`config.mk`:
```
export PLATFORM = sky130hd
export DESIGN_NAME = register_file
export DESIGN_NICKNAME = d
export VERILOG_FILES = /design/src/source/cpu_pkg.sv /design/src/source/register_file.sv
export SDC_FILE = /design/constraint.sdc
export NUM_CORES = 2
export LEC_CHECK = 0
export BUFFER_PORTS_ARGS = -buffer_cell sky130_fd_sc_hd__buf_4
export CORE_ASPECT_RATIO = 0.5
export CORE_UTILIZATION = 57
export DETAILED_ROUTE_END_ITERATION = 16
export PLACE_DENSITY = 0.82
export SLEW_MARGIN = 20
export SYNTH_ARGS = -nofsm -noshare
export SYNTH_HDL_FRONTEND = slang
export SYNTH_SLANG_ARGS = --single-unit
```
`constraint.sdc`:
```
create_clock -name clk -period 35.1 [get_ports clk]
set_clock_uncertainty 0.1 [all_clocks]
set_input_delay 7.02 -clock clk [delete_from_list [all_inputs] [get_ports clk]]
set_output_delay 7.02 -clock clk [all_outputs]
set_load 0.01 [all_outputs]
```
`src/source/cpu_pkg.sv`:
```
`default_nettype none

package cpu_pkg;

  // memory geometry
  localparam int mem_words   = 256;
  localparam int mem_index_w = 8;   // log2(mem_words)

  typedef logic [31:0] word_t;
  typedef logic [31:0] addr_t;
  typedef logic [4:0]  reg_idx_t;

  typedef enum logic [3:0] {
    alu_add,
    alu_sub,
    alu_sll,
    alu_srl,
    alu_sra,
    alu_and,
    alu_or,
    alu_xor,
    alu_pass_imm  // lui
  } alu_op_t;

  typedef enum logic [2:0] {
    br_none,
    br_beq,
    br_bne,
    br_blt,
    br_bge,
    br_jump
  } branch_t;

  typedef enum logic [2:0] {
    imm_none,
    imm_i,
    imm_s,
    imm_b,
    imm_u,
    imm_j
  } imm_fmt_t;

  typedef enum logic {
    mem_idle,
    mem_wait_access
  } mem_state_t;

  // rv32i major opcodes still decoded
  localparam logic [6:0] op_reg    = 7'b0110011;
  localparam logic [6:0] op_imm    = 7'b0010011;
  localparam logic [6:0] op_load   = 7'b0000011;
  localparam logic [6:0] op_store  = 7'b0100011;
  localparam logic [6:0] op_lui    = 7'b0110111;
  localparam logic [6:0] op_branch = 7'b1100011;
  localparam logic [6:0] op_jal    = 7'b1101111;

endpackage

`default_nettype wire

```
`src/source/register_file.sv`:
```
`timescale 1ns/10ps
`default_nettype none

module register_file (
  input  wire                    clk,
  input  wire                    rst,
  input  wire cpu_pkg::reg_idx_t rs1,
  input  wire cpu_pkg::reg_idx_t rs2,
  input  wire cpu_pkg::reg_idx_t rd,
  input  wire                    we,
  input  wire cpu_pkg::word_t    wdata,
  output cpu_pkg::word_t         rs1_data,
  output cpu_pkg::word_t         rs2_data,
  output cpu_pkg::word_t         x8
);
  import cpu_pkg::*;

  word_t regs [32];

  always_ff @(posedge clk or posedge rst) begin
    if (rst) begin
      regs <= '{default: '0};
    end else if (we && rd != '0) begin  // x0 stays zero
      regs[rd] <= wdata;
    end
  end

  assign rs1_data = regs[rs1];
  assign rs2_data = regs[rs2];
  assign x8       = regs[8];  // debug tap

endmodule

`default_nettype wire

```
# Yosys cells after proc, flatten, opt, wreduce, memory -nomap -nowiden
# Index checks and enable logic that the tools add are counted.
# totals
output_inout_bits	96
regBits	1024
in_bits	50
# classes
n_reduce_logical	3
muxes	9
order_cmp	4
bitwise	3
# op_table
operator	n
1024-bit bitwise mux	1
32-bit binary-select mux with 5-bit select	2
32-bit demux with 5-bit select	1
32-bit 2-to-1 mux	5
6-bit greater-or-equal comparator (second input constant)	3
5-bit inverter with 6-bit output	3
6-bit by 1-bit less-than comparator with 1-bit output (second input constant)	1
5-bit nonzero test	1
1-bit logical AND	2

# Longest topological paths before layout
# depth
depth_word	6
ltp_mapped	8
mapped_depth_nobuf	5

# Worst setup path before layout
# OpenSTA, ideal clock, no wires.
# synth_timing
kind	input to output
start	input rs1[1]
end	output rs1_data[10]
slack_ns	19.720
path_stages	8
path_buffers	4
required_time_ns	27.980
arrival_time_ns	8.260
cell_sequence	buf_2 buf_4 buf_2 buf_2 mux2i_1 nand2_1 a31oi_1 nand3_1
# synth_via
elab_chain_cells	4
# synth_rtl
item	line_no	text
start, declared	register_file.sv:7	input wire cpu_pkg::reg_idx_t rs1,
5-bit inverter with 6-bit output (not written as such)	register_file.sv:28	assign rs1_data = regs[rs1];
32-bit binary-select mux with 5-bit select	register_file.sv:28	
32-bit 2-to-1 mux (not written as such) (2 in series)	register_file.sv:28	
end, declared	register_file.sv:12	output cpu_pkg::word_t rs1_data,
# Every way passes these cells. The select of a mux whose other input is x is not followed.

# Final worst setup path
# layout_timing
start	input rs1[1]
end	output rs1_data[22]
# Same word-level chain as after synthesis.

==> impl_results.md <==
* Setup TNS at 0 ns
* Clock buffer depth at 3
* Minimum clock period at 19.03 ns
* Standard-cell rows at 80
* Unrepaired setup endpoints after global routing: no
* Final hold viol count at 0
* Critical R2R Capture: x8[21]$_DFFE_PP0P_
* Slew Limit Fails at 0
* Arrival @ worst endpoint at 11.91 ns
* Grt ovf at 0
* Layout cell share with drive strength beyond 1 at 30.43%
* Clock sinks at 1024
* Part of the power in registers at 47.4%
* Die Height at 224.0 um
* DR vias/cell at 6.946
* Area Overhead vs Synth at 7.040%
* Drt wl/cell at 29.76 um
* Hold Path End: regs[1011]$_DFFE_PP0P_
* H-tree levels at 3
* Worst Path Buf+Inv at 5
* Hold path depth at 0
* CP Capture Type: primary output
* DRC errors left at 0
* Post-synthesis sequential area ratio at 45.61%
* Worst hold start: regs[1011]$_DFFE_PP0P_
* Clock buffer count from CTS at 93
* Switching share of power at 29.52%
* Cells on worst reg2reg path at 1
* Postcts setup bufs at 0
* Routability cong. at 0.8682
* Outcome: finished clean
* Die Wd at 446.0 um
* Top delay family on crit path: buffers and inverters
* Reg2Reg Setup Slack at 34.12 ns
* Synth cell types at 29
* Slew at the pin closest to its max-slew limit at 1.135 ns
* Switching pwr at 0.9898 mW
* Global-route wire length before repair at 258800 um
* DIE AREA at 99900 um2
* Slowest stage delay, CP at 0.85 ns
* Syn_area_per_cell at 12.12 um2
* Pint at 2.363 mW
* Crit path max fanout at 88
* Syn_nets at 4684
* Critical Path RT at 27.98 ns
* Initial antenna violation count at 5
* Global Route Usage Sum at 34.26%
* Cell Pwr Density at 55.76 nW/um2
* Most Frequent Cell on Critical Path: buf_4
* Combinational power share at 20.8%
* Clk network pwr share at 31.9%
* Largest net degree at the start of global routing at 167
* Netlist Area Pre-Place at 56180 um2
* DR pass1 iterations at 6
* Initial DRC Count at 4969
* Relative slew slack at 24.35%
* Core box area at 96490 um2
* Class of the worst hold path: flip-flop to flip-flop
* Vias in the first global route at 40610
* Worst reg2reg startpoint: x8[21]$_DFFE_PP0P_
* DP HPWL at 93920 um
* Mapped Cells at 4634
* CTS Hold Bufs at 0
* Leak Pwr at 28.63 nW
* Endpoints failing setup at 0
* Flops & latches, synth at 1024
* Critical Path Source: rs1[1]
* Clock-pin slew on the worst setup and hold paths at 0.06 ns
* Clock Latency Late Sink at 0.67 ns
* Post_cts resized at 0
* CTS root buffer: clkbuf_16
* Crit Path Class: input pin to primary output
* Initial core utilization at 58.22%
* Yosys warns at 0
* I/O Buffers at 145
* Slowest-stage cell, CP: buf_4
* Final nets at 4489
* Vias at 40469
* Max-cap viol count at 0
* Max rail drop VDD at 37.80 uV
* Max Fclk at 52.54 MHz
* Ports at 146
* Tcrit/Tclk final at 54.22%
* WL final at 173400 um
* Startpoint types: input pin
* CTS tree: done
* Fin util at 62.32%
* CP cell instances: buf_8, buf_4, buf_4, buf_4, mux2i_1, a22o_1, nor3_1, a31oi_1, nand3_1, buf_4
* Final ANT Viol Nets at 0
==> metal layers <==
metal  up-vias  global-route usage [%]  routed length, um
met5         -                  0.6253                103
met3       652                   9.826              18840
met4         4                   18.19               9934
met1     20830                   44.98              68140
met2      2355                   51.45              76380
li1      16628                       -                  -
==> how the worst max path moves through the flow <==
| stage | to | slack (ns) | depth (start not counted) |
|---|---|---|---|
| floorplan | regs[0]$_DFFE_PP0P_ | 13.87 | 1 |
| global route | rs1_data[22] | 16.03 | 10 |
| finish | rs1_data[22] | 16.07 | 10 |
| global placement | rs1_data[4] | 16.36 | 10 |
| detailed placement | rs1_data[22] | 16.33 | 10 |
| CTS | rs1_data[22] | 16.32 | 10 |
==> power groups by stage <==
stage | clock, mW | sequential [mW] | combinational, mW
floorplan | 0 | 1.55 | 0.528
global placement | 0 | 1.57 | 0.651
detailed placement | 0 | 1.60 | 0.680
CTS | 1.07 | 1.58 | 0.685
global route | 1.12 | 1.61 | 0.743
finish | 1.07 | 1.59 | 0.697
==> cell usage after synthesis <==
cell type  number  share of area (%)
nor3_1         65               0.58
a22o_1        128                2.0
nor3b_1         1              0.013
inv_1           1             0.0067
buf_6          45               0.90
nor2_1          3              0.020
or3b_4          1              0.020
and3b_1         1              0.016
and3_1          1              0.011
a21oi_1       192                1.7
buf_2         109               0.97
mux2i_1      1024                 18
nor2_4         16               0.32
nand3_1       194                1.7
dfrtp_1      1024                 46
buf_1          21               0.14
a31oi_1        64               0.71
nand2b_1        4              0.045
clkbuf_1      229                1.5
buf_4         101                1.3
or2_2           3              0.033
nand3b_1        4              0.053
nand2_1       210                1.4
a22oi_1       192                2.6
mux2_2        954                 19
nor3b_2         3              0.067
mux2_1         38               0.76
nor2b_1         4              0.045
and2_1          2              0.022
==> flip-flops by register name (all words and copies together), names as in the netlist <==
register	flops
regs	992
x8	32
==> metrics by stage <==
stage	power [mW]	cell area (um2)	setup slack (ns)	std cells	hold slack, ns
6_report	3.353	60140	16.07	5826	0.3029
5_1_grt	3.473	60130	16.03	5824	0.3137
4_1_cts	3.333	60080	16.32	5820	0.3054
3_5_place_dp	2.277	56940	16.33	5655	0.2881
3_3_place_gp	2.223	56940	16.36	5655	0.2836
2_1_floorplan	2.077	56180	13.87	4634	0.3488
==> kinds of logic after synthesis <==
| logic type | count (synthesis) | share of synthesized area, % |
|---|---|---|
| AND/OR/NAND/NOR | 512 | 4.376 |
| AO/OA/AOI/OAI | 576 | 6.984 |
| flip-flops | 1024 | 45.61 |
| buffers and inverters | 506 | 4.900 |
| multiplexers | 2016 | 38.13 |
==> cell usage in the layout (no fill, tap or decap), types with 4 or more instances in the layout <==
cell type	synthesis	final
mux2i_1	1024	1024
dfrtp_1	1024	1024
mux2_2	954	954
buf_4	101	203
nand3_1	194	194
nand2_1	210	193
a22oi_1	192	192
a21oi_1	192	192
a22o_1	128	128
clkbuf_16	0	95
nor3_1	65	65
a31oi_1	64	64
mux2_1	38	38
clkbuf_8	0	20
nor2_4	16	18
clkinv_2	0	16
clkbuf_1	229	15
nand2_4	0	13
bufinv_16	0	9
inv_6	0	6
diode_2	0	5
clkinvlp_4	0	5
buf_12	0	5
nand3b_1	4	4
nand2_2	0	4
nor2b_4	0	4
buf_6	45	4
==> cell type report <==
cell class                 count  area (um2)
fill                        7141       36360
clock inverter                35       432.9
sequential                  1024       25620
clock buffer                 130        2709
tap                         1312        1642
inverter                       1       7.507
antenna                        5       12.51
multi-input combinational   3104       27980
timing repair buffer         215        1727
(Power assumes the default switching activity.)
