File: src/source/cpu_pkg.sv
`default_nettype none

package cpu_pkg;

  // memory geometry
  localparam int mem_words   = 256;
  localparam int mem_index_w = 8;   // log2(mem_words)

  typedef logic [31:0] word_t;
  typedef logic [31:0] addr_t;
  typedef logic [4:0]  reg_idx_t;

  typedef enum logic [3:0] {
    alu_add,
    alu_sub,
    alu_sll,
    alu_srl,
    alu_sra,
    alu_and,
    alu_or,
    alu_xor,
    alu_pass_imm  // lui
  } alu_op_t;

  typedef enum logic [2:0] {
    br_none,
    br_beq,
    br_bne,
    br_blt,
    br_bge,
    br_jump
  } branch_t;

  typedef enum logic [2:0] {
    imm_none,
    imm_i,
    imm_s,
    imm_b,
    imm_u,
    imm_j
  } imm_fmt_t;

  typedef enum logic {
    mem_idle,
    mem_wait_access
  } mem_state_t;

  // rv32i major opcodes still decoded
  localparam logic [6:0] op_reg    = 7'b0110011;
  localparam logic [6:0] op_imm    = 7'b0010011;
  localparam logic [6:0] op_load   = 7'b0000011;
  localparam logic [6:0] op_store  = 7'b0100011;
  localparam logic [6:0] op_lui    = 7'b0110111;
  localparam logic [6:0] op_branch = 7'b1100011;
  localparam logic [6:0] op_jal    = 7'b1101111;

endpackage

`default_nettype wire

File: src/source/alu.sv
`timescale 1ns/10ps
`default_nettype none

module alu (
  input  wire cpu_pkg::word_t   rs1_data,
  input  wire cpu_pkg::word_t   rs2_data,
  input  wire cpu_pkg::word_t   imm,
  input  wire                   use_imm,
  input  wire cpu_pkg::alu_op_t alu_op,
  output cpu_pkg::word_t        result,
  output logic                  z,
  output logic                  n,
  output logic                  v
);
  import cpu_pkg::*;

  word_t      b;
  logic [4:0] shamt;

  assign b     = use_imm ? imm : rs2_data;
  assign shamt = b[4:0];

  always_comb begin
    case (alu_op)
      alu_add:      result = rs1_data + b;
      alu_sub:      result = rs1_data - b;
      alu_sll:      result = rs1_data << shamt;
      alu_srl:      result = rs1_data >> shamt;
      alu_sra:      result = $signed(rs1_data) >>> shamt;
      alu_and:      result = rs1_data & b;
      alu_or:       result = rs1_data | b;
      alu_xor:      result = rs1_data ^ b;
      alu_pass_imm: result = imm;
      default:      result = '0;
    endcase
  end

  assign z = (result == '0);
  assign n = result[31];

  // signed overflow, only meaningful for add/sub
  always_comb begin
    case (alu_op)
      alu_add: v = (rs1_data[31] == b[31]) && (result[31] != rs1_data[31]);
      alu_sub: v = (rs1_data[31] != b[31]) && (result[31] != rs1_data[31]);
      default: v = 1'b0;
    endcase
  end

endmodule

`default_nettype wire

File: config.mk
export PLATFORM = sky130hd
export DESIGN_NAME = alu
export DESIGN_NICKNAME = d
export VERILOG_FILES = /design/src/source/cpu_pkg.sv /design/src/source/alu.sv
export SDC_FILE = /design/constraint.sdc
export NUM_CORES = 1
export LEC_CHECK = 0
export ABC_AREA = 0
export BUFFER_PORTS_ARGS = -buffer_cell sky130_fd_sc_hd__buf_4
export CAP_MARGIN = 20
export CORE_ASPECT_RATIO = 2
export CORE_MARGIN = 1.5
export CORE_UTILIZATION = 25
export DETAILED_ROUTE_END_ITERATION = 7
export GPL_ROUTABILITY_DRIVEN = 0
export GPL_TIMING_DRIVEN = 1
export PLACE_DENSITY_LB_ADDON = 0.15
export SLEW_MARGIN = 10
export SYNTH_ARGS = -nofsm -noshare
export SYNTH_HDL_FRONTEND = slang
export SYNTH_SLANG_ARGS = --single-unit
File: constraint.sdc
create_clock -name vclk -period 18.3
set_clock_uncertainty 0.1 [all_clocks]
set_input_delay 2.745 -clock vclk [all_inputs]
set_output_delay 2.745 -clock vclk [all_outputs]
set_load 0.05 [all_outputs]
* Yosys cells after proc, flatten, opt, wreduce, memory -nomap -nowiden
Cells that the tools add are included.
** Operators by class
- Add/sub/neg operators :: 2
- Multiply operators :: 0
- Div/mod/pow operators :: 0
- Order comparisons :: 0
- Equal/unequal tests :: 11
- Shift-type cells :: 3
- Multiplexer cells :: 3
- Bitwise logic cells :: 3
- Reductions and logical operators :: 4
** Operators by type and width (count)
- case mux 32 bit (9 select lines) :: 1
- adder 32 bit :: 1
- bitwise AND 32 bit :: 1
- zero test 32 bit :: 1
- two-way mux 32 bit :: 1
- OR 32 bit :: 1
- left shift 32 x 5 -> 32 bit :: 1
- >> shifter 32 x 5 -> 32 bit :: 1
- >>> shifter 32 x 5 -> 32 bit :: 1
- subtractor 32 bit :: 1
- bitwise XOR 32 bit :: 1
- equality test 4 x 3 -> 1 bit (second input constant) :: 4
- equality test 4 x 2 -> 1 bit (second input constant) :: 2
- equality test 4 x 1 -> 1 bit (second input constant) :: 1
- equality test 4 bit (second input constant) :: 1
- zero test 4 bit :: 1
- logical AND 1 bit :: 2
- != test 1 bit :: 2
- case mux 1 bit (2 select lines) :: 1
- equality test 1 bit :: 1
** Word-level totals
- Register bits :: 0
- Bits in latches :: 0
- Bits in writable memories :: 0
- ROM bits :: 0
- Bits of input ports :: 101
- Logic and storage cells :: 26
- Memories kept :: 0

* Depth between registers and ports, before layout
Gate-level depths: netlist of the first run.
- Word-level depth :: 6
- Depth in mapped cells :: 27
- Depth with buffers taken out :: 21

* Least setup slack after synthesis of the first run
OpenSTA, ideal clock, no wires.
- Kind :: in2out
- Start point :: input port use_imm
- End point :: output port z
- Arrival :: 9266 ps
- Required time :: 15455 ps
- Path slack :: 6189 ps
- Stages on the path :: 22
- Cells stage by stage :: buf_6 mux2i_4 buf_4 buf_2 buf_2 buf_1 ha_1 o211ai_1 or2_2 nor3_1 a21oi_1 xnor2_1 ha_1 clkbuf_1 and3_1 nand2_1 o211ai_1 a221o_1 nand2_1 o311ai_0 nor2_1 and4b_1
** Between the ends
- Word-level cells in the longest chain between the ends :: 4
** RTL lines
- start: declaration :: RTL line alu.sv:8 : input wire use_imm,
- two-way mux 32 bit * :: RTL line alu.sv:20 : assign b = use_imm ? imm : rs2_data;
- subtractor 32 bit, or another cell as far along :: RTL line alu.sv:26 : alu_sub: result = rs1_data - b;
- case mux 32 bit (9 select lines) * :: RTL line alu.sv:24 : case (alu_op)
- net result[26] :: RTL line alu.sv:10 : output cpu_pkg::word_t result,
- zero test 32 bit * :: RTL line alu.sv:38 : assign z = (result == '0);
- end: declaration :: RTL line alu.sv:11 : output logic z,
Mark *: on every way through the listed nets, which the timed path passes. The rest lies on a longest branch.

* Worst setup path after layout of the first run
- Start point :: input port use_imm
- End point :: output port z
** Between the ends
- Word-level cells in the longest chain between the ends :: 4
** RTL lines (RTL line)
- two-way mux 32 bit * :: alu.sv:20
- subtractor 32 bit, or another cell as far along :: alu.sv:26
- case mux 32 bit (9 select lines) * :: alu.sv:24
- zero test 32 bit * :: alu.sv:38
Every way passes the cells marked *; elsewhere a longest branch is shown, timed or not.

==> impl_metrics.tcl, run 1 <==
set metrics [dict create \
    vias 11800 \
    stdcell_count 1797 \
    grt_start_max_net_pins 50 \
    antenna_found_initial 0 \
    vias_per_cell 6.568 \
    crit_top_cell "buf_4" \
    drc 0 \
    switchingPower_mw 0.3222 \
    synth_area_per_cell_um2 7.194 \
    crit_cells 20 \
    cp_max_fo 27 \
    rows 98 \
    vdd_ir_drop_max_mv 0.02822 \
    finalCritPeriodShare_pct 67.99 \
    syn_inst 1271 \
    slew_headroom_pct 13.88 \
    routedWlPerCell_um 33.51 \
    cp.arrival_ns 9.60 \
    die_area_um2 37800 \
    p_leak_nw 4.598 \
    grt_first_pass_wirelength_mm 85.19 \
    register_area_um2 0 \
    initial_utilization_pct 25.45 \
    pin_count 136 \
    setup_viol 0 \
    outcome "finished, final reports clean" \
    pwr-share-clk_pct 0 \
    fillCellCount 4040 \
    drtPass1Iterations 6 \
    critPathCaptureType "output pin" \
    diodes 0 \
    cp_num_buf_inv 4 \
    yosysUniqueCellTypes 84 \
    nets 1549 \
    drtIter0Drc 1537 \
    rsz0062_at_grt "no" \
    finalWirelength_mm 60.21 \
    post-place-cells 1794 \
    postRouteAntennaNets 0 \
    endpoint "z" \
    sw_frac_of_total_pct 66.89 \
    final_max_slew_viol_count 0 \
    post_cts_buffers 0 \
    yosysTopAreaCell "ha_1" \
    synthesis.nets 1471 \
    overflow 0 \
    layout_min_cycle_time_ns 12.44 \
    ctsHoldBuffers 0 \
    startpoint "use_imm" \
    placeableCoreArea_um2 35930 \
    seq_cell_count 0 \
    hpwl_mm 45.93 \
    cp_top_family "simple AND/OR/NAND/NOR gates" \
    path_cells "buf_4 > buf_4 > mux2i_2 > buf_4 > nand4_1 > nor4_1 > a31oi_1 > xnor2_1 > ha_1 > a21o_1 > a211oi_1 > o21ai_0 > a21oi_1 > o21ai_0 > or4_4 > or4_1 > nor4_1 > and4b_1 > and4b_1 > buf_4" \
    fp.dieH_um 273.5 \
    worst_pin_slew_ns 1.292 \
    ys_seq_area_share_pct 0 \
    timing.fmax_mhz 80.38 \
    required_ns 15.45 \
    pwr-share-seq_pct 0 \
    nClkBuffers 0 \
    cts_resized 0 \
    first_global_vias 11700 \
    hold_path.class "in2out" \
    slowest_stage "nor4_1" \
    max_stage_delay_ns 0.97 \
    cap_violations 0 \
    hold_start "alu_op[0]" \
    track_usage_pct 30.73 \
    yosysWarnings 0 \
    synth_area_um2 9144 \
    worstSetupPathType "in2out" \
    die_w_um 138.2 \
    hold_viol_final 0 \
    areaGrowthSynthToFinish_pct 16.67 \
    multi_input_comb_area_um2 8517 \
    setup-tns-final_ns 0 \
    synth_top_area_share_pct 13.41 \
    portBuffers 136 \
    internal_power_mw 0.1595 \
    cp-start-kind "primary input" \
    synthTopCellsByArea "ha_1 13%, mux2i_1 11%, mux4_2 9.4%" \
    drive_above_1_share_pct 18.04 \
    combPwrFrac_pct 100.0 \
    powerDensity_nw_per_um2 45.15 \
]
## metrics by stage
stage / worst slack [ns] / cell area (µm²) / total power [mW] / hold slack [ns] / utilization [%]
2_1_floorplan: 6.189 / 9144 / 0.2899 / 5.761 / -
3_3_place_gp: 5.968 / 10640 / 0.4611 / 5.961 / 29.62
3_5_place_dp: 5.941 / 10650 / 0.4612 / 5.939 / 29.64
4_1_cts: 5.911 / 10650 / 0.4635 / 5.947 / 29.64
5_1_grt: 5.577 / 10670 / 0.5035 / 5.996 / 29.69
6_report: 5.859 / 10670 / 0.4817 / 5.950 / 29.69
## cell usage after synthesis (4+ instances only)
cell	instances
buf_2	14
a311oi_1	7
o31ai_1	6
and2_1	8
nor4b_1	5
o2111ai_1	5
a221oi_1	11
o221ai_1	17
xnor2_1	43
o211ai_1	32
o22ai_1	16
a222oi_1	23
a211o_1	5
nor2_1	107
o21ai_0	73
nor4_1	10
nor4bb_1	4
a221o_1	4
inv_1	72
a32oi_1	5
nand2b_1	6
nor3b_1	6
o2bb2ai_1	4
a21oi_1	89
or2_2	5
mux4_2	38
nor2b_1	6
xor2_1	11
buf_1	9
mux2i_1	99
a31oi_1	17
and3_1	10
a211oi_1	19
a22oi_1	16
mux2_2	6
nand4_1	19
nor3_1	29
nand3_1	31
ha_1	98
nand2_1	109
a22o_1	13
a21o_1	24
o311ai_0	7
clkbuf_1	69
## metal layers
layer / track usage [%] / up-vias / wire [µm]
met4: 24.90 / 0 / 6428
met3: 4.724 / 277 / 4242
li1: - / 5072 / -
met1: 31.25 / 5674 / 19730
met5: 0 / - / 0
met2: 55.43 / 779 / 29810
## area by class of cell
| class | instances | share of cell area [%] |
|---|---|---|
| inverters | 76 | 2.803 |
| multi-input cells | 1099 | 79.84 |
| well taps | 450 | 5.278 |
| repair buffers | 172 | 12.08 |
## kinds of logic after synthesis
family | after synthesis | share of synthesized area (%)
AO/OA/AOI/OAI | 421 | 31.90
XOR/XNOR | 54 | 5.172
adder cells (fa/ha/maj) | 99 | 13.63
buffers and inverters | 172 | 7.608
multiplexers | 145 | 21.43
AND/OR/NAND/NOR | 380 | 20.27
## worst min-delay path by stage
| stage | slack, ns | cells after the start | to |
|---|---|---|---|
| global route | 6.00 | 4 | v |
| detailed placement | 5.94 | 4 | v |
| finish | 5.95 | 4 | v |
| CTS | 5.95 | 4 | v |
| global placement | 5.96 | 4 | v |
| floorplan | 5.76 | 3 | result[0] |
## power by group through the flow
stage / sequential [mW] / clock (mW) / combinational (mW)
after floorplan: 0 / 0 / 0.290
after global placement: 0 / 0 / 0.461
after detailed placement: 0 / 0 / 0.461
after CTS: 0 / 0 / 0.463
after global routing: 0 / 0 / 0.504
final: 0 / 0 / 0.482
## tightest hold or removal path: stages
cell	delay [ns]
buf_4	0.15
xor2_1	0.16
nor3_1	0.06
buf_4	0.18
## cells in the final DEF, fill, tap and decap left out, types with 32 or more instances in the layout
cell type / count
o211ai_1: 32
mux4_2: 38
inv_1: 71
nor2_1: 106
nand2_1: 109
a21oi_1: 89
xnor2_1: 43
mux2i_1: 96
buf_4: 169
o21ai_0: 72
ha_1: 98
Note: power is estimated with default switching activity, not from simulation.
==> inputs of run 2 (changes only) <==
Clock period 18.3 ns to 10.85 ns, I/O delays scaled along.
==> impl_metrics.tcl, run 2 (synthesized netlist as in run 1, its figures left out) <==
set metrics [dict create \
    vias_per_cell 6.470 \
    post-place-cells 1801 \
    violations "DRC" \
    required_ns 9.12 \
    rows 98 \
    hold_path.class "in2out" \
    slew_headroom_pct 19.78 \
    placeableCoreArea_um2 35930 \
    finalWirelength_mm 60.14 \
    ctsHoldBuffers 0 \
    setup-tns-final_ns 0 \
    fillCellCount 3980 \
    grt_first_pass_wirelength_mm 85.08 \
    worst_pin_slew_ns 1.203 \
    die_w_um 138.2 \
    track_usage_pct 30.69 \
    hold_viol_final 0 \
    cp.arrival_ns 8.63 \
    seq_cell_count 0 \
    initial_utilization_pct 25.45 \
    place_area_um2 10700 \
    areaGrowthSynthToFinish_pct 17.23 \
    first_global_vias 11690 \
    layout_common_cells "174 x buf_4, 109 x nand2_1, 106 x nor2_1" \
    finalCritPeriodShare_pct 95.46 \
    timing.fmax_mhz 96.55 \
    drive_above_1_share_pct 18.54 \
    post_cts_buffers 0 \
    register_area_um2 0 \
    layout_min_cycle_time_ns 10.36 \
    outcome "finished with violations" \
    antenna_found_initial 0 \
    fp.dieH_um 273.5 \
    grt_start_max_net_pins 49 \
    cts_resized 0 \
    final_max_slew_viol_count 0 \
    stdcell_count 1804 \
    nets 1556 \
    cap_violations 0 \
    hpwl_mm 46.26 \
    postRouteAntennaNets 0 \
    drc 11 \
    setup_viol 0 \
    power_mw 0.8187 \
    p_leak_nw 4.629 \
    overflow 0 \
    critPathCaptureType "output pin" \
    drtPass1Iterations 8 \
    worstSetupPathType "in2out" \
    diodes 0 \
    nClkBuffers 0 \
    cp-start-kind "primary input" \
    portBuffers 136 \
    powerDensity_nw_per_um2 76.37 \
    pin_count 136 \
    vdd_ir_drop_max_mv 0.03868 \
    die_area_um2 37800 \
    finalInstanceArea_um2 10720 \
    vias 11670 \
    cp_max_fo 28 \
    final_common_cell "buf_4" \
    drtIter0Drc 1272 \
    final_util_pct 29.84 \
    rsz0062_at_grt "no" \
    routedWlPerCell_um 33.34 \
]
## run 2: changes by cell type in the layout (fill, tap and decap cells not counted), sizes merged
cell,delta
buf,+8
clkbuf,-1
## run 2: critical path, stage by stage
cell	delay (ns)
buf_4	0.44
mux2i_4	0.71
ha_1	0.40
o211ai_1	0.18
or2_2	0.39
nor2_1	0.16
nand2_1	0.13
o21ai_0	0.23
xnor2_1	0.15
ha_1	0.32
a21o_1	0.20
a211oi_1	0.56
o21ai_0	0.21
a21oi_1	0.51
o21ai_0	0.19
or4_4	0.55
or4_1	0.61
nor4_1	0.27
and4b_1	0.29
and4b_1	0.27
buf_4	0.22
## run 2: layout make-up
| cell class | count | area [µm²] | share of cell area [%] |
|---|---|---|---|
| inverter | 76 | 299.0 | 2.790 |
| multi-input combinational | 1099 | 8523 | 79.51 |
| tap | 450 | 563.0 | 5.253 |
| timing repair buffer | 179 | 1334 | 12.44 |
## run 2: layer usage
metal  vias up  global-route usage [%]  share of wire (%)
met5         -                       0                  0
met4         0                   23.57                9.8
met3       246                   4.234                6.6
met2       714                   55.90                 50
met1      5627                   31.56                 33
li1       5085                       -                  -
## run 2: path summary, 6_finish.rpt
kind | start | end | slack [ns] | cells past startpoint
hold / removal | imm[6] | result[6] | 3.74 | 6
setup / recovery | use_imm | z | 0.49 | 21
## run 2: through the flow
step	hold slack [ns]	setup WS, ns
floorplan	3.526	0.9744
global placement	3.741	0.4957
detailed placement	3.740	0.8297
CTS	3.739	0.7929
global route	3.790	0.09629
finish	3.738	0.4928
## run 2: power by group
part | internal [mW] | switching [mW]
clock | 0 | 0
sequential | 0 | 0
combinational | 0.272 | 0.547
