`src/source/cpu_pkg.sv`:
```
`default_nettype none

package cpu_pkg;

  // memory geometry
  localparam int mem_words   = 256;
  localparam int mem_index_w = 8;   // log2(mem_words)

  typedef logic [31:0] word_t;
  typedef logic [31:0] addr_t;
  typedef logic [4:0]  reg_idx_t;

  typedef enum logic [3:0] {
    alu_add,
    alu_sub,
    alu_sll,
    alu_srl,
    alu_sra,
    alu_and,
    alu_or,
    alu_xor,
    alu_pass_imm  // lui
  } alu_op_t;

  typedef enum logic [2:0] {
    br_none,
    br_beq,
    br_bne,
    br_blt,
    br_bge,
    br_jump
  } branch_t;

  typedef enum logic [2:0] {
    imm_none,
    imm_i,
    imm_s,
    imm_b,
    imm_u,
    imm_j
  } imm_fmt_t;

  typedef enum logic {
    mem_idle,
    mem_wait_access
  } mem_state_t;

  // rv32i major opcodes still decoded
  localparam logic [6:0] op_reg    = 7'b0110011;
  localparam logic [6:0] op_imm    = 7'b0010011;
  localparam logic [6:0] op_load   = 7'b0000011;
  localparam logic [6:0] op_store  = 7'b0100011;
  localparam logic [6:0] op_lui    = 7'b0110111;
  localparam logic [6:0] op_branch = 7'b1100011;
  localparam logic [6:0] op_jal    = 7'b1101111;

endpackage

`default_nettype wire

```
`src/source/pc_unit.sv`:
```
`timescale 1ns/10ps
`default_nettype none

module pc_unit (
  input  wire                   clk,
  input  wire                   rst,
  input  wire                   en,
  input  wire cpu_pkg::branch_t branch_kind,
  input  wire                   z,
  input  wire                   n,
  input  wire                   v,
  input  wire cpu_pkg::word_t   imm,
  output cpu_pkg::addr_t        pc,
  output cpu_pkg::addr_t        pc_plus4
);
  import cpu_pkg::*;

  logic  taken;
  addr_t pc_next;

  assign pc_plus4 = pc + 32'd4;

  // flags come from rs1 - rs2
  always_comb begin
    case (branch_kind)
      br_beq:  taken = z;
      br_bne:  taken = !z;
      br_blt:  taken = n && !v;
      br_bge:  taken = !n && !v;
      br_jump: taken = 1'b1;
      default: taken = 1'b0;
    endcase
  end

  assign pc_next = taken ? (pc + imm) : pc_plus4;

  always_ff @(posedge clk or posedge rst) begin
    if (rst) begin
      pc <= '0;
    end else if (en) begin  // low during first cycle of a data access
      pc <= pc_next;
    end
  end

endmodule

`default_nettype wire

```
`config.mk`:
```
export PLATFORM = sky130hd
export DESIGN_NAME = pc_unit
export DESIGN_NICKNAME = d
export VERILOG_FILES = /design/src/source/cpu_pkg.sv /design/src/source/pc_unit.sv
export SDC_FILE = /design/constraint.sdc
export NUM_CORES = 1
export LEC_CHECK = 0
export ABC_AREA = 1
export BUFFER_PORTS_ARGS = -buffer_cell sky130_fd_sc_hd__buf_2
export CORE_MARGIN = 3
export CORE_UTILIZATION = 37
export DETAILED_ROUTE_END_ITERATION = 12
export GPL_ROUTABILITY_DRIVEN = 0
export GPL_TIMING_DRIVEN = 0
export PLACE_DENSITY = 0.63
export SYNTH_ARGS = -nofsm -noshare
export SYNTH_HDL_FRONTEND = slang
export SYNTH_SLANG_ARGS = --single-unit
```
`constraint.sdc`:
```
create_clock -name clk -period 5.6 [get_ports clk]
set_clock_uncertainty 0.2 [all_clocks]
set_input_delay 0 -clock clk [delete_from_list [all_inputs] [get_ports clk]]
set_output_delay 0 -clock clk [all_outputs]
set_load 0.03 [all_outputs]
```
Word level (Yosys, flattened, before mapping):

Index checks and enable logic that the tools add are counted.

* input port bits: 41
* logic and storage cells: 15
* register bits after elaboration: 32
* output and inout port bits: 64

* add/subtract/negate cells: 2
* mux-type cells: 2
* reductions and logical operators: 5
* eq/ne operators: 5

Operator list (count)
* adder 32 x 3 -> 32 bit (second input constant): 1
* adder 32 bit: 1
* 2-to-1 mux 32 bit: 1
* equality test 3 x 2 -> 1 bit (second input constant): 2
* equality test 3 bit (second input constant): 2
* one-hot mux 1 bit (5 select lines): 1
* equality test 3 x 1 -> 1 bit (second input constant): 1
* logical NOT 1 bit: 3
* logical AND 1 bit: 2

Longest topological paths before layout:

Gate-level depths: netlist of the first run.

* depth in word-level cells: 4
* mapped depth: 14
* mapped depth without buffers: 14

Least setup slack after synthesis of the first run:

Ideal clock, no wire load.

* path kind: flip-flop to flip-flop
* from: reg pc[3]
* to: reg pc[22]
* setup time: 0.068 ns
* required time: 5.332 ns
* path slack: 3.174 ns
* cell stages (with the launch flop): 9
* arrival: 2.159 ns
* path buffers: 0
* clock period less this slack: 2.426 ns
* path through: dfrtp_1 > ha_1 > nand2_1 > nor2_1 > inv_1 > nor3_2 > xor2_1 > a21boi_1 > nand2_1

* longest elaborated chain between the ends: 2
* elaborated cells between the ends (all ways): 3
* those cells by class: add/sub (2); mux (1)

RTL lines
* start, declared: RTL line pc_unit.sv:13 `output cpu_pkg::addr_t pc,`
* start signal, assigned: RTL line pc_unit.sv:41 `pc <= pc_next;`
* adder 32 x 3 -> 32 bit: RTL line pc_unit.sv:21 `assign pc_plus4 = pc + 32'd4;`
* named net pc_plus4[22]: RTL line pc_unit.sv:14 `output cpu_pkg::addr_t pc_plus4`
* 2-to-1 mux 32 bit: RTL line pc_unit.sv:35 `assign pc_next = taken ? (pc + imm) : pc_plus4;`

The timed path passes the listed nets, and every way through them passes these cells.
A chain may end at the register's enable or synchronous reset.

Worst setup path after layout of the first run:

* from: reg pc[26]
* to: reg pc[31]

* longest elaborated chain between the ends: 2
* elaborated cells between the ends (all ways): 3
* those cells by class: add/sub (2); mux (1)

RTL lines (RTL line)
* adder 32 x 3 -> 32 bit or adder 32 bit (tied branches): pc_unit.sv:21, pc_unit.sv:35
* 2-to-1 mux 32 bit *: pc_unit.sv:35

Every way passes the cells marked *; elsewhere a longest branch is shown, timed or not.

==> results of run 1 <==
final cells by class:
cell class | instances | area, um^2
Fill cell | 1348 | 6550
Multi-Input combinational cell | 627 | 3190
Sequential cell | 32 | 801
Inverter | 155 | 582
Timing Repair Buffer | 109 | 576
Tap cell | 168 | 210
Clock buffer | 6 | 139
Buffer | 10 | 53.8
Clock inverter | 2 | 10.0
cells in the final DEF, fill, tap and decap left out, drive strengths merged, types with 7 or more instances in the layout:
cell type  synthesis  final
nand2            303    303
clkbuf             1      7
a22oi              7      7
nand4             12     12
o22ai              9      9
dfrtp             32     32
o21ai             18     18
xor2              19     19
buf                9    112
nand3             54     54
nor2              93     93
ha                32     32
nor3              20     20
inv              155    155
a21oi             32     32
worst min-delay path by stage:
stage | to | start | cells past startpoint
floorplan | pc[0] | rst | 1
global placement | pc[0] | imm[0] | 4
detailed placement | pc[0] | imm[0] | 4
CTS | pc[6] | imm[6] | 4
global route | pc[7] | imm[7] | 5
finish | pc[7] | imm[7] | 5
power groups by stage:
stage,Combinational [mW],Clock [mW],Sequential (mW)
floorplan,1.50,0,0.704
global placement,2.27,0,0.592
detailed placement,2.29,0,0.593
CTS,2.30,0.278,0.589
global route,2.56,0.286,0.614
finish,2.31,0.275,0.601
timing repair:
action	CTS	global route
endpoints found under the hold margin	38	0
setup endpoints to repair	0	0
resized for setup	0	0
hold buffers	6	0
metal layers:
metal / routed length (um) / vias up / GRT usage (%)
li1: - / 2816 / -
met1: 7760 / 2395 / 32.6
met2: 7260 / 153 / 37.5
met3: 770 / 22 / 2.26
met4: 373 / 0 / 6.81
met5: 0 / - / 0
cell families (layout without fill, tap and decap cells):
kind of cell | after synthesis | after routing | synth area share (%)
XOR/XNOR | 21 | 21 | 4.14
adder cells (fa/ha/maj) | 33 | 33 | 9.09
flip-flops | 32 | 32 | 17.3
AO/OA/AOI/OAI | 81 | 81 | 10.2
buffers and inverters | 165 | 282 | 13.7
AND/OR/NAND/NOR | 492 | 492 | 45.5
per-stage QoR:
stage	setup WS, ns	instances
final	2.73	1109
after global routing	2.55	1109
after CTS	2.78	1109
after detailed placement	3.12	1095
after global placement	3.14	1095
after floorplan	3.17	824
worst min-delay path, stage by stage:
cell and delay [ns]:
sky130_fd_sc_hd__buf_2 0.08, sky130_fd_sc_hd__ha_1 0.22, sky130_fd_sc_hd__inv_1 0.06, sky130_fd_sc_hd__nand2_1 0.06
sky130_fd_sc_hd__a21oi_1 0.05
==> results by stage, run 1 <==
Synth:
- Among all cell types in the netlist, the one instantiated most often is sky130_fd_sc_hd__nand2_1.
- The post-synthesis average cell area is 5.62 um^2.
- After synthesis, the cell types taking the most area are sky130_fd_sc_hd__nand2_1 (24%), sky130_fd_sc_hd__dfrtp_1 (17%), sky130_fd_sc_hd__inv_1 (12%).
- The most used flip-flop cell after synthesis is sky130_fd_sc_hd__dfrtp_1.
- In this run, synthesis inferred 0 flip-flops with an integrated enable.
- The total nets after synthesis is 898.
- In this run, distinct cell masters in the synthesized netlist total 36.
- The synthesized netlist occupies a cell area of 4630 um^2.
- The share of synthesized area occupied by flip-flops and latches is 17.3%.
- In this run, synthesis produced a sequential element count of 32.
- Of all cell types, the one taking the most synthesized area is sky130_fd_sc_hd__nand2_1.
- Yosys printed 0 warnings.
- The share of synthesized area in the top cell type comes to 23.9%.
- Ranked by instance count, the synthesized netlist is headed by sky130_fd_sc_hd__nand2_1 (295), sky130_fd_sc_hd__inv_1 (150), sky130_fd_sc_hd__nor2_1 (83).
- For this run, asynchronously set or reset flops after synthesis account for 100%.
- Synthesis produced 824 cells.

Pwr:
- The switching power of the nets is 1.97 mW.
- The part of the total power dissipated in combinational logic is 72.6%.
- The switching share of total power is 61.8%.
- The power after layout is 3.19 mW.
- The power per standard cell area is 574 nW/um^2.
- Of the total power, the clock network draws 8.6%.
- For this design the static power due to leakage is 3.17 nW.
- The worst-case vdd ir drop is 164 uV.
- The internal power component is 1.22 mW.
- The sequential power share is 18.8%.

Drt:
- The remaining antenna violation count is 0.
- The post-detailed-route wirelength per cell is 14.6 um.
- In this run, the number of DRC markers left after iteration 0 of detailed routing was 463.
- The via density per instance is 4.86.
- For this run, design rule violations remaining after detail routing come to 0.
- The first-pass detailed-route iteration total is 5.
- The final route contains 5,386 vias.
- The final layout contains routed wiring with a total length of 16.2 mm.

Setup path:
- Counting buffers and inverters, the worst setup path is 12 cells deep.
- The data arrival time at the worst-slack endpoint is 2.84 ns.
- The most critical setup path has its startpoint at pc[26].
- The signal on the critical path passes through ha_1, a21oi_1, nand2_1, nand2_1, nand3_1, a21oi_1, nand2_1, nand2_1, nand3_1, nand2_1, dlygate4sd3_1, inv_1.
- In this design, the stage delay of the slowest critical-path cell is 0.61 ns.
- In this run the critical register-to-register path is launched from pc[26].
- The required time at the worst-slack endpoint is 5.58 ns.
- The cell type with the highest occurrence count on the critical path is sky130_fd_sc_hd__nand2_1.
- The critical path buffer and inverter count is 2.
- The critical path is of the reg2reg type.
- The number of cell instances on the worst register-to-register path is 12.
- The cell family contributing the most delay on the critical path is flip-flops.
- The endpoint of the worst register-to-register path is pc[31].
- The standard cell with the maximum stage delay on the critical path is sky130_fd_sc_hd__dfrtp_1.
- The worst setup path is captured at a flip-flop.
- The critical path ends at pc[31].
- The biggest fanout along the worst timing path is 8.
- For flop-to-flop paths, the worst setup slack is 2.73 ns.
- The element type at the critical path start is a flip-flop.

Timing:
- Setup violations remaining at the end of the flow were counted as 0.
- In this run the tightest slew margin relative to its limit is 53.1%.
- The number of failing hold endpoints at the final stage is 0.
- The achievable clock frequency is 349 MHz.
- The worst slack on hold paths is 0.0321 ns.
- The worst path needs 2.87 ns of the cycle, external delays included.
- The measured slew at the worst slew-check pin is 0.703 ns.
- After routing, the total negative slack on setup checks comes to 0 ns.
- The post-route fraction of the period consumed by the critical path is 51.2%.
- Setup repair after global routing left no endpoint under its margin.
- The final-report max-slew violation count is 0.

Final layout:
- The largest registers in the layout are pc: 32 flops.
- The count of nets after finishing is 1,014.
- The fraction of the core area covered by cells at the end of the flow is 45.9%.
- The synthesis-to-layout area growth is 20.2%.
- The flip-flop count of the largest register, all copies and words added is 32.
- Of the cells placed in the final design, the portion with a size suffix greater than 1 is 16.8%.
- The largest register by flop count is pc.
- After routing the design area is 5560 um^2.
- The antenna diode instance count is 0.

CTS:
- The clock tree root driver cell is sky130_fd_sc_hd__clkbuf_16.
- The number of clock buffers inserted by TritonCTS is 5.
- Clock-pin slew was measured on the worst setup and hold paths at 0.05 ns.
- The maximum buffer depth of the clock tree is 2.
- The insertion delay to the later sink of the worst-skew pair is 0.28 ns.
- The clock tree from TritonCTS is built.
- The H-tree level count is 2.
- The number of clock sinks is 32.
- After clock tree synthesis, the setup repair step added 0 buffers.

Placement:
- The cell area after placement is 5350 um^2.
- The number of buffers added on ports is 103.
- Detailed placement finished with a half-perimeter wire length of 13.7 mm.

Global route:
- The aggregate global-route resource usage is 23.1%.
- The initial antenna violation count was 0.
- The number of global-route vias before repair is 5,051.
- The first global-routing pass estimated 25.9 mm of wire.
- Entering global routing, the biggest net connects 33 pins.
- The total overflow left after global routing is 0.

Run:
- The number of violations of the max-capacitance limit is 0.

Hold path:
- In this run the worst hold path is classified as in2reg.

Floorplanning:
- The I/O pin count is 105.
- The floorplan step set the die width to 118 um.
- The floorplan has 40 rows.
- The total area inside the core boundary comes to 12,100 um^2.
- The floorplan step defined a die boundary enclosing 13,900 um^2.
- From bottom edge to top edge, the die measures 118 um.
- The initial standard-cell utilization of the core is 38.2%.

Outcome:
- The run finished with clean final reports.
Note: power is estimated with default switching activity, not from simulation.
==> inputs of run 2 (changes only) <==
--- a/config.mk
+++ b/config.mk
@@ -12,7 +12,7 @@
 export DETAILED_ROUTE_END_ITERATION = 12
 export GPL_ROUTABILITY_DRIVEN = 0
 export GPL_TIMING_DRIVEN = 0
-export PLACE_DENSITY = 0.63
+export PLACE_DENSITY = 0.65
 export SYNTH_ARGS = -nofsm -noshare
 export SYNTH_HDL_FRONTEND = slang
 export SYNTH_SLANG_ARGS = --single-unit
==> constraint.sdc (replaced) <==
create_clock -name clk -period 2.3 [get_ports clk]
set_clock_uncertainty 0.2 [all_clocks]
set_input_delay 0 -clock clk [delete_from_list [all_inputs] [get_ports clk]]
set_output_delay 0 -clock clk [all_outputs]
set_load 0.03 [all_outputs]
==> results by stage, run 2 (synthesis results as in run 1) <==
Final layout:
- The ratio of cells with drive above 1 in the final layout is 26.9% (was 16.8%).
- Top flop regs: pc: 32 flops (unchanged).
- The most frequent standard cell in the layout excluding fill and tap cells is sky130_fd_sc_hd__nand2_1 (unchanged).
- The antenna diode instance count is 0 (unchanged).
- The count of nets after finishing is 1,029 (was 1,014).
- The post-route standard cell area excluding fillers is 6160 um^2 (was 5560 um^2).
- Commonest non-fill, non-tap cells in the layout: sky130_fd_sc_hd__nand2_1 (282), sky130_fd_sc_hd__inv_1 (148), sky130_fd_sc_hd__buf_2 (110) (was sky130_fd_sc_hd__nand2_1 (295), sky130_fd_sc_hd__inv_1 (149), sky130_fd_sc_hd__buf_2 (110)).
- The synthesis-to-layout area growth is 33.2% (was 20.2%).
- The flip-flop count of the largest register, all copies and words added is 32 (unchanged).
- The largest register by flop count is pc (unchanged).

Setup path:
- The number of cell instances on the worst register-to-register path was 12 (unchanged).
- The biggest fanout along the worst timing path came to 5 (was 8).
- The first element of the critical path was pc[8] (was pc[26]).
- The element type at the critical path end is a flip-flop (unchanged).
- The endpoint of the worst register-to-register path is pc[28] (was pc[31]).
- The required time at the worst-slack endpoint is 2.26 ns (was 5.58 ns).
- The critical setup path kind is reg2reg (unchanged).
- The critical path capture point is pc[28] (was pc[31]).
- The launch instance of the worst register-to-register path was pc[8] (was pc[26]).
- The reg2reg setup slack is 0.08 ns (was 2.73 ns).
- The data arrival time at the worst-slack endpoint is 2.18 ns (was 2.84 ns).
- The element type at the critical path start is a flip-flop (unchanged).

Drt:
- The via density per instance is 5.01 (was 4.86).
- The remaining antenna violation count is 0 (unchanged).
- The total wirelength of the detailed-routed design was 17.0 mm (was 16.2 mm).
- The first-pass detailed-route iteration total was 7 (was 5).
- The post-detailed-route wirelength per cell came to 15.1 um (was 14.6 um).
- The remaining routing DRC violations is 0 (unchanged).
- The vias after detailed routing came to 5,628 (was 5,386).
- The violation count after the first detailed-routing iteration is 514 (was 463).

Pwr:
- The power per standard cell area is 1390 nW/um^2 (was 574 nW/um^2).
- The part of the total power dissipated in combinational logic was 74.6% (was 72.6%).
- The power after layout is 8.57 mW (was 3.19 mW).
- The worst-case vdd ir drop came to 517 uV (was 164 uV).
- The sequential power share is 17.7% (was 18.8%).
- The switching power of the nets is 5.12 mW (was 1.97 mW).
- The share of total power in the clock network was 7.7% (was 8.6%).
- The internal power component is 3.46 mW (was 1.22 mW).
- The switching share of total power is 59.7% (was 61.8%).
- The leakage power of the design came to 3.26 nW (was 3.17 nW).

Floorplanning:
- The full die area is 13,900 um^2 (unchanged).
- The placeable core region is 12,100 um^2 (unchanged).
- The standard-cell row count is 40 (unchanged).
- The die height was 118 um (unchanged).
- The initial standard-cell utilization of the core is 38.2% (unchanged).
- The I/O pin count is 105 (unchanged).
- The width of the die is 118 um (unchanged).

Global route:
- The aggregate global-route resource usage is 23.4% (was 23.1%).
- The remaining global-route overflow is 0 (unchanged).
- The pin count of the biggest net entering global routing is 33 (unchanged).
- The global-route wire length before repair is 26.2 mm (was 25.9 mm).
- The initial antenna violation count was 0 (unchanged).
- The number of global-route vias before repair is 5,201 (was 5,051).

Placement:
- The HPWL after detailed placement was 13.7 mm (about the same).
- The cell area after placement was 5380 um^2 (was 5350 um^2).
- The number of buffers added on ports is 103 (unchanged).

Timing:
- The post-route fraction of the period consumed by the critical path is 96.7% (was 51.2%).
- The worst slack on hold paths is -0.0000452 ns (was 0.0321 ns).
- The achievable clock frequency was 450 MHz (was 349 MHz).
- The final-report max-slew violation count was 0 (unchanged).
- The minimum clock period after layout is 2.22 ns (was 2.87 ns).
- The final setup violation count is 0 (unchanged).
- The number of failing hold endpoints at the final stage is 1 (was 0).
- The worst max-slew margin expressed relative to the limit is 62.9% (was 53.1%).
- The measured slew at the worst slew-check pin was 0.556 ns (was 0.703 ns).

CTS:
- The maximum buffer depth of the clock tree is 2 (unchanged).
- The clock tree from TritonCTS is built (unchanged).
- The insertion delay to the later sink of the worst-skew pair is 0.28 ns (about the same).
- The number of clock sinks is 32 (unchanged).
- The clock tree root driver cell is sky130_fd_sc_hd__clkbuf_16 (unchanged).
- The number of clock buffers inserted by TritonCTS is 5 (unchanged).
- The H-tree level count came to 2 (unchanged).
- The clock-pin slew reported for the worst setup and hold paths after clock tree synthesis is 0.05 ns (about the same).

Run:
- The number of violations of the max-capacitance limit is 0 (unchanged).

Outcome:
- Result of the run: complete, but fails checks (was finished, final reports clean).
- The checks that failed: negative hold slack.

Hold path:
- The worst min-delay path class is in2reg (unchanged).
[run 2: cell count changes in the layout (fill, tap and decap cells not counted), sizes merged]
cell / before / now
clkbuf: 7 / 9
buf: 112 / 125
dlygate4sd3: 6 / 8
inv: 155 / 154
clkinv: 2 / 1
[run 2: cell type report]
class / instances / area [um^2]
Sequential cell: 32 / 828
Multi-Input combinational cell: 627 / 3630
Buffer: 10 / 53.8
Tap cell: 168 / 210
Inverter: 155 / 582
Timing Repair Buffer: 124 / 713
Fill cell: 1292 / 5950
Clock buffer: 8 / 146
[run 2: worst min path at each step]
| stage | startpoint | end | slack, ns | depth (start not counted) |
|---|---|---|---|---|
| 4_1_cts | imm[14] | pc[14] | 0.02 | 5 |
| 3_5_place_dp | imm[0] | pc[0] | 0.14 | 4 |
| 2_1_floorplan | rst | pc[0] | -0.08 | 1 |
| 6_report | imm[19] | pc[19] | -0.00005 | 5 |
| 5_1_grt | imm[19] | pc[19] | 0.03 | 5 |
| 3_3_place_gp | imm[0] | pc[0] | 0.14 | 4 |
[run 2: critical path: stages, from the launching register on]
cell,delay [ns]
sky130_fd_sc_hd__dfrtp_2,0.45
sky130_fd_sc_hd__ha_2,0.40
sky130_fd_sc_hd__nand2_1,0.08
sky130_fd_sc_hd__inv_1,0.08
sky130_fd_sc_hd__nand2_1,0.07
sky130_fd_sc_hd__nor3_1,0.27
sky130_fd_sc_hd__nand2_1,0.12
sky130_fd_sc_hd__nand3_2,0.11
sky130_fd_sc_hd__nand3_2,0.09
sky130_fd_sc_hd__nand2_1,0.07
sky130_fd_sc_hd__nand2_1,0.04
sky130_fd_sc_hd__nand3_1,0.08
sky130_fd_sc_hd__nand2_1,0.05
[run 2: routing by layer]
| metal | track usage [%] | part of all wire (%) | vias to the layer above |
|---|---|---|---|
| met2 | 37.6 | 46 | 216 |
| met5 | 0 | 0 | - |
| li1 | - | - | 2842 |
| met3 | 2.64 | 6.8 | 24 |
| met1 | 32.9 | 45 | 2546 |
| met4 | 7.33 | 2.3 | 0 |
[run 2: stage by stage]
step                instances  setup TNS (ns)  util (%)  hold slack [ns]  worst slack, ns
floorplan                 824               0         -          -0.0838           0.0319
global placement         1095          -0.354      44.4            0.136           -0.161
detailed placement       1095          -0.351      44.4            0.138           -0.166
CTS                      1110         -0.0405      47.0           0.0196          -0.0405
global route             1124         -0.0433      50.9           0.0343          -0.0275
finish                   1124               0      50.9       -0.0000452           0.0762
[run 2: power groups by stage]
stage	combinational [mW]	sequential, mW	clock (mW)
CTS	5.74	1.47	0.673
global placement	5.58	1.46	0
global route	7.04	1.55	0.684
detailed placement	5.61	1.45	0
floorplan	3.66	1.73	0
finish	6.39	1.52	0.663
[run 2: repair_timing]
item                                   in CTS  in global routing
resized for setup                          18                 82
pin swaps                                   1                  4
setup buffers                               0                 12
hold buffers                                7                  1
endpoints found under the hold margin      40                  1
setup endpoints to repair                  15                 32
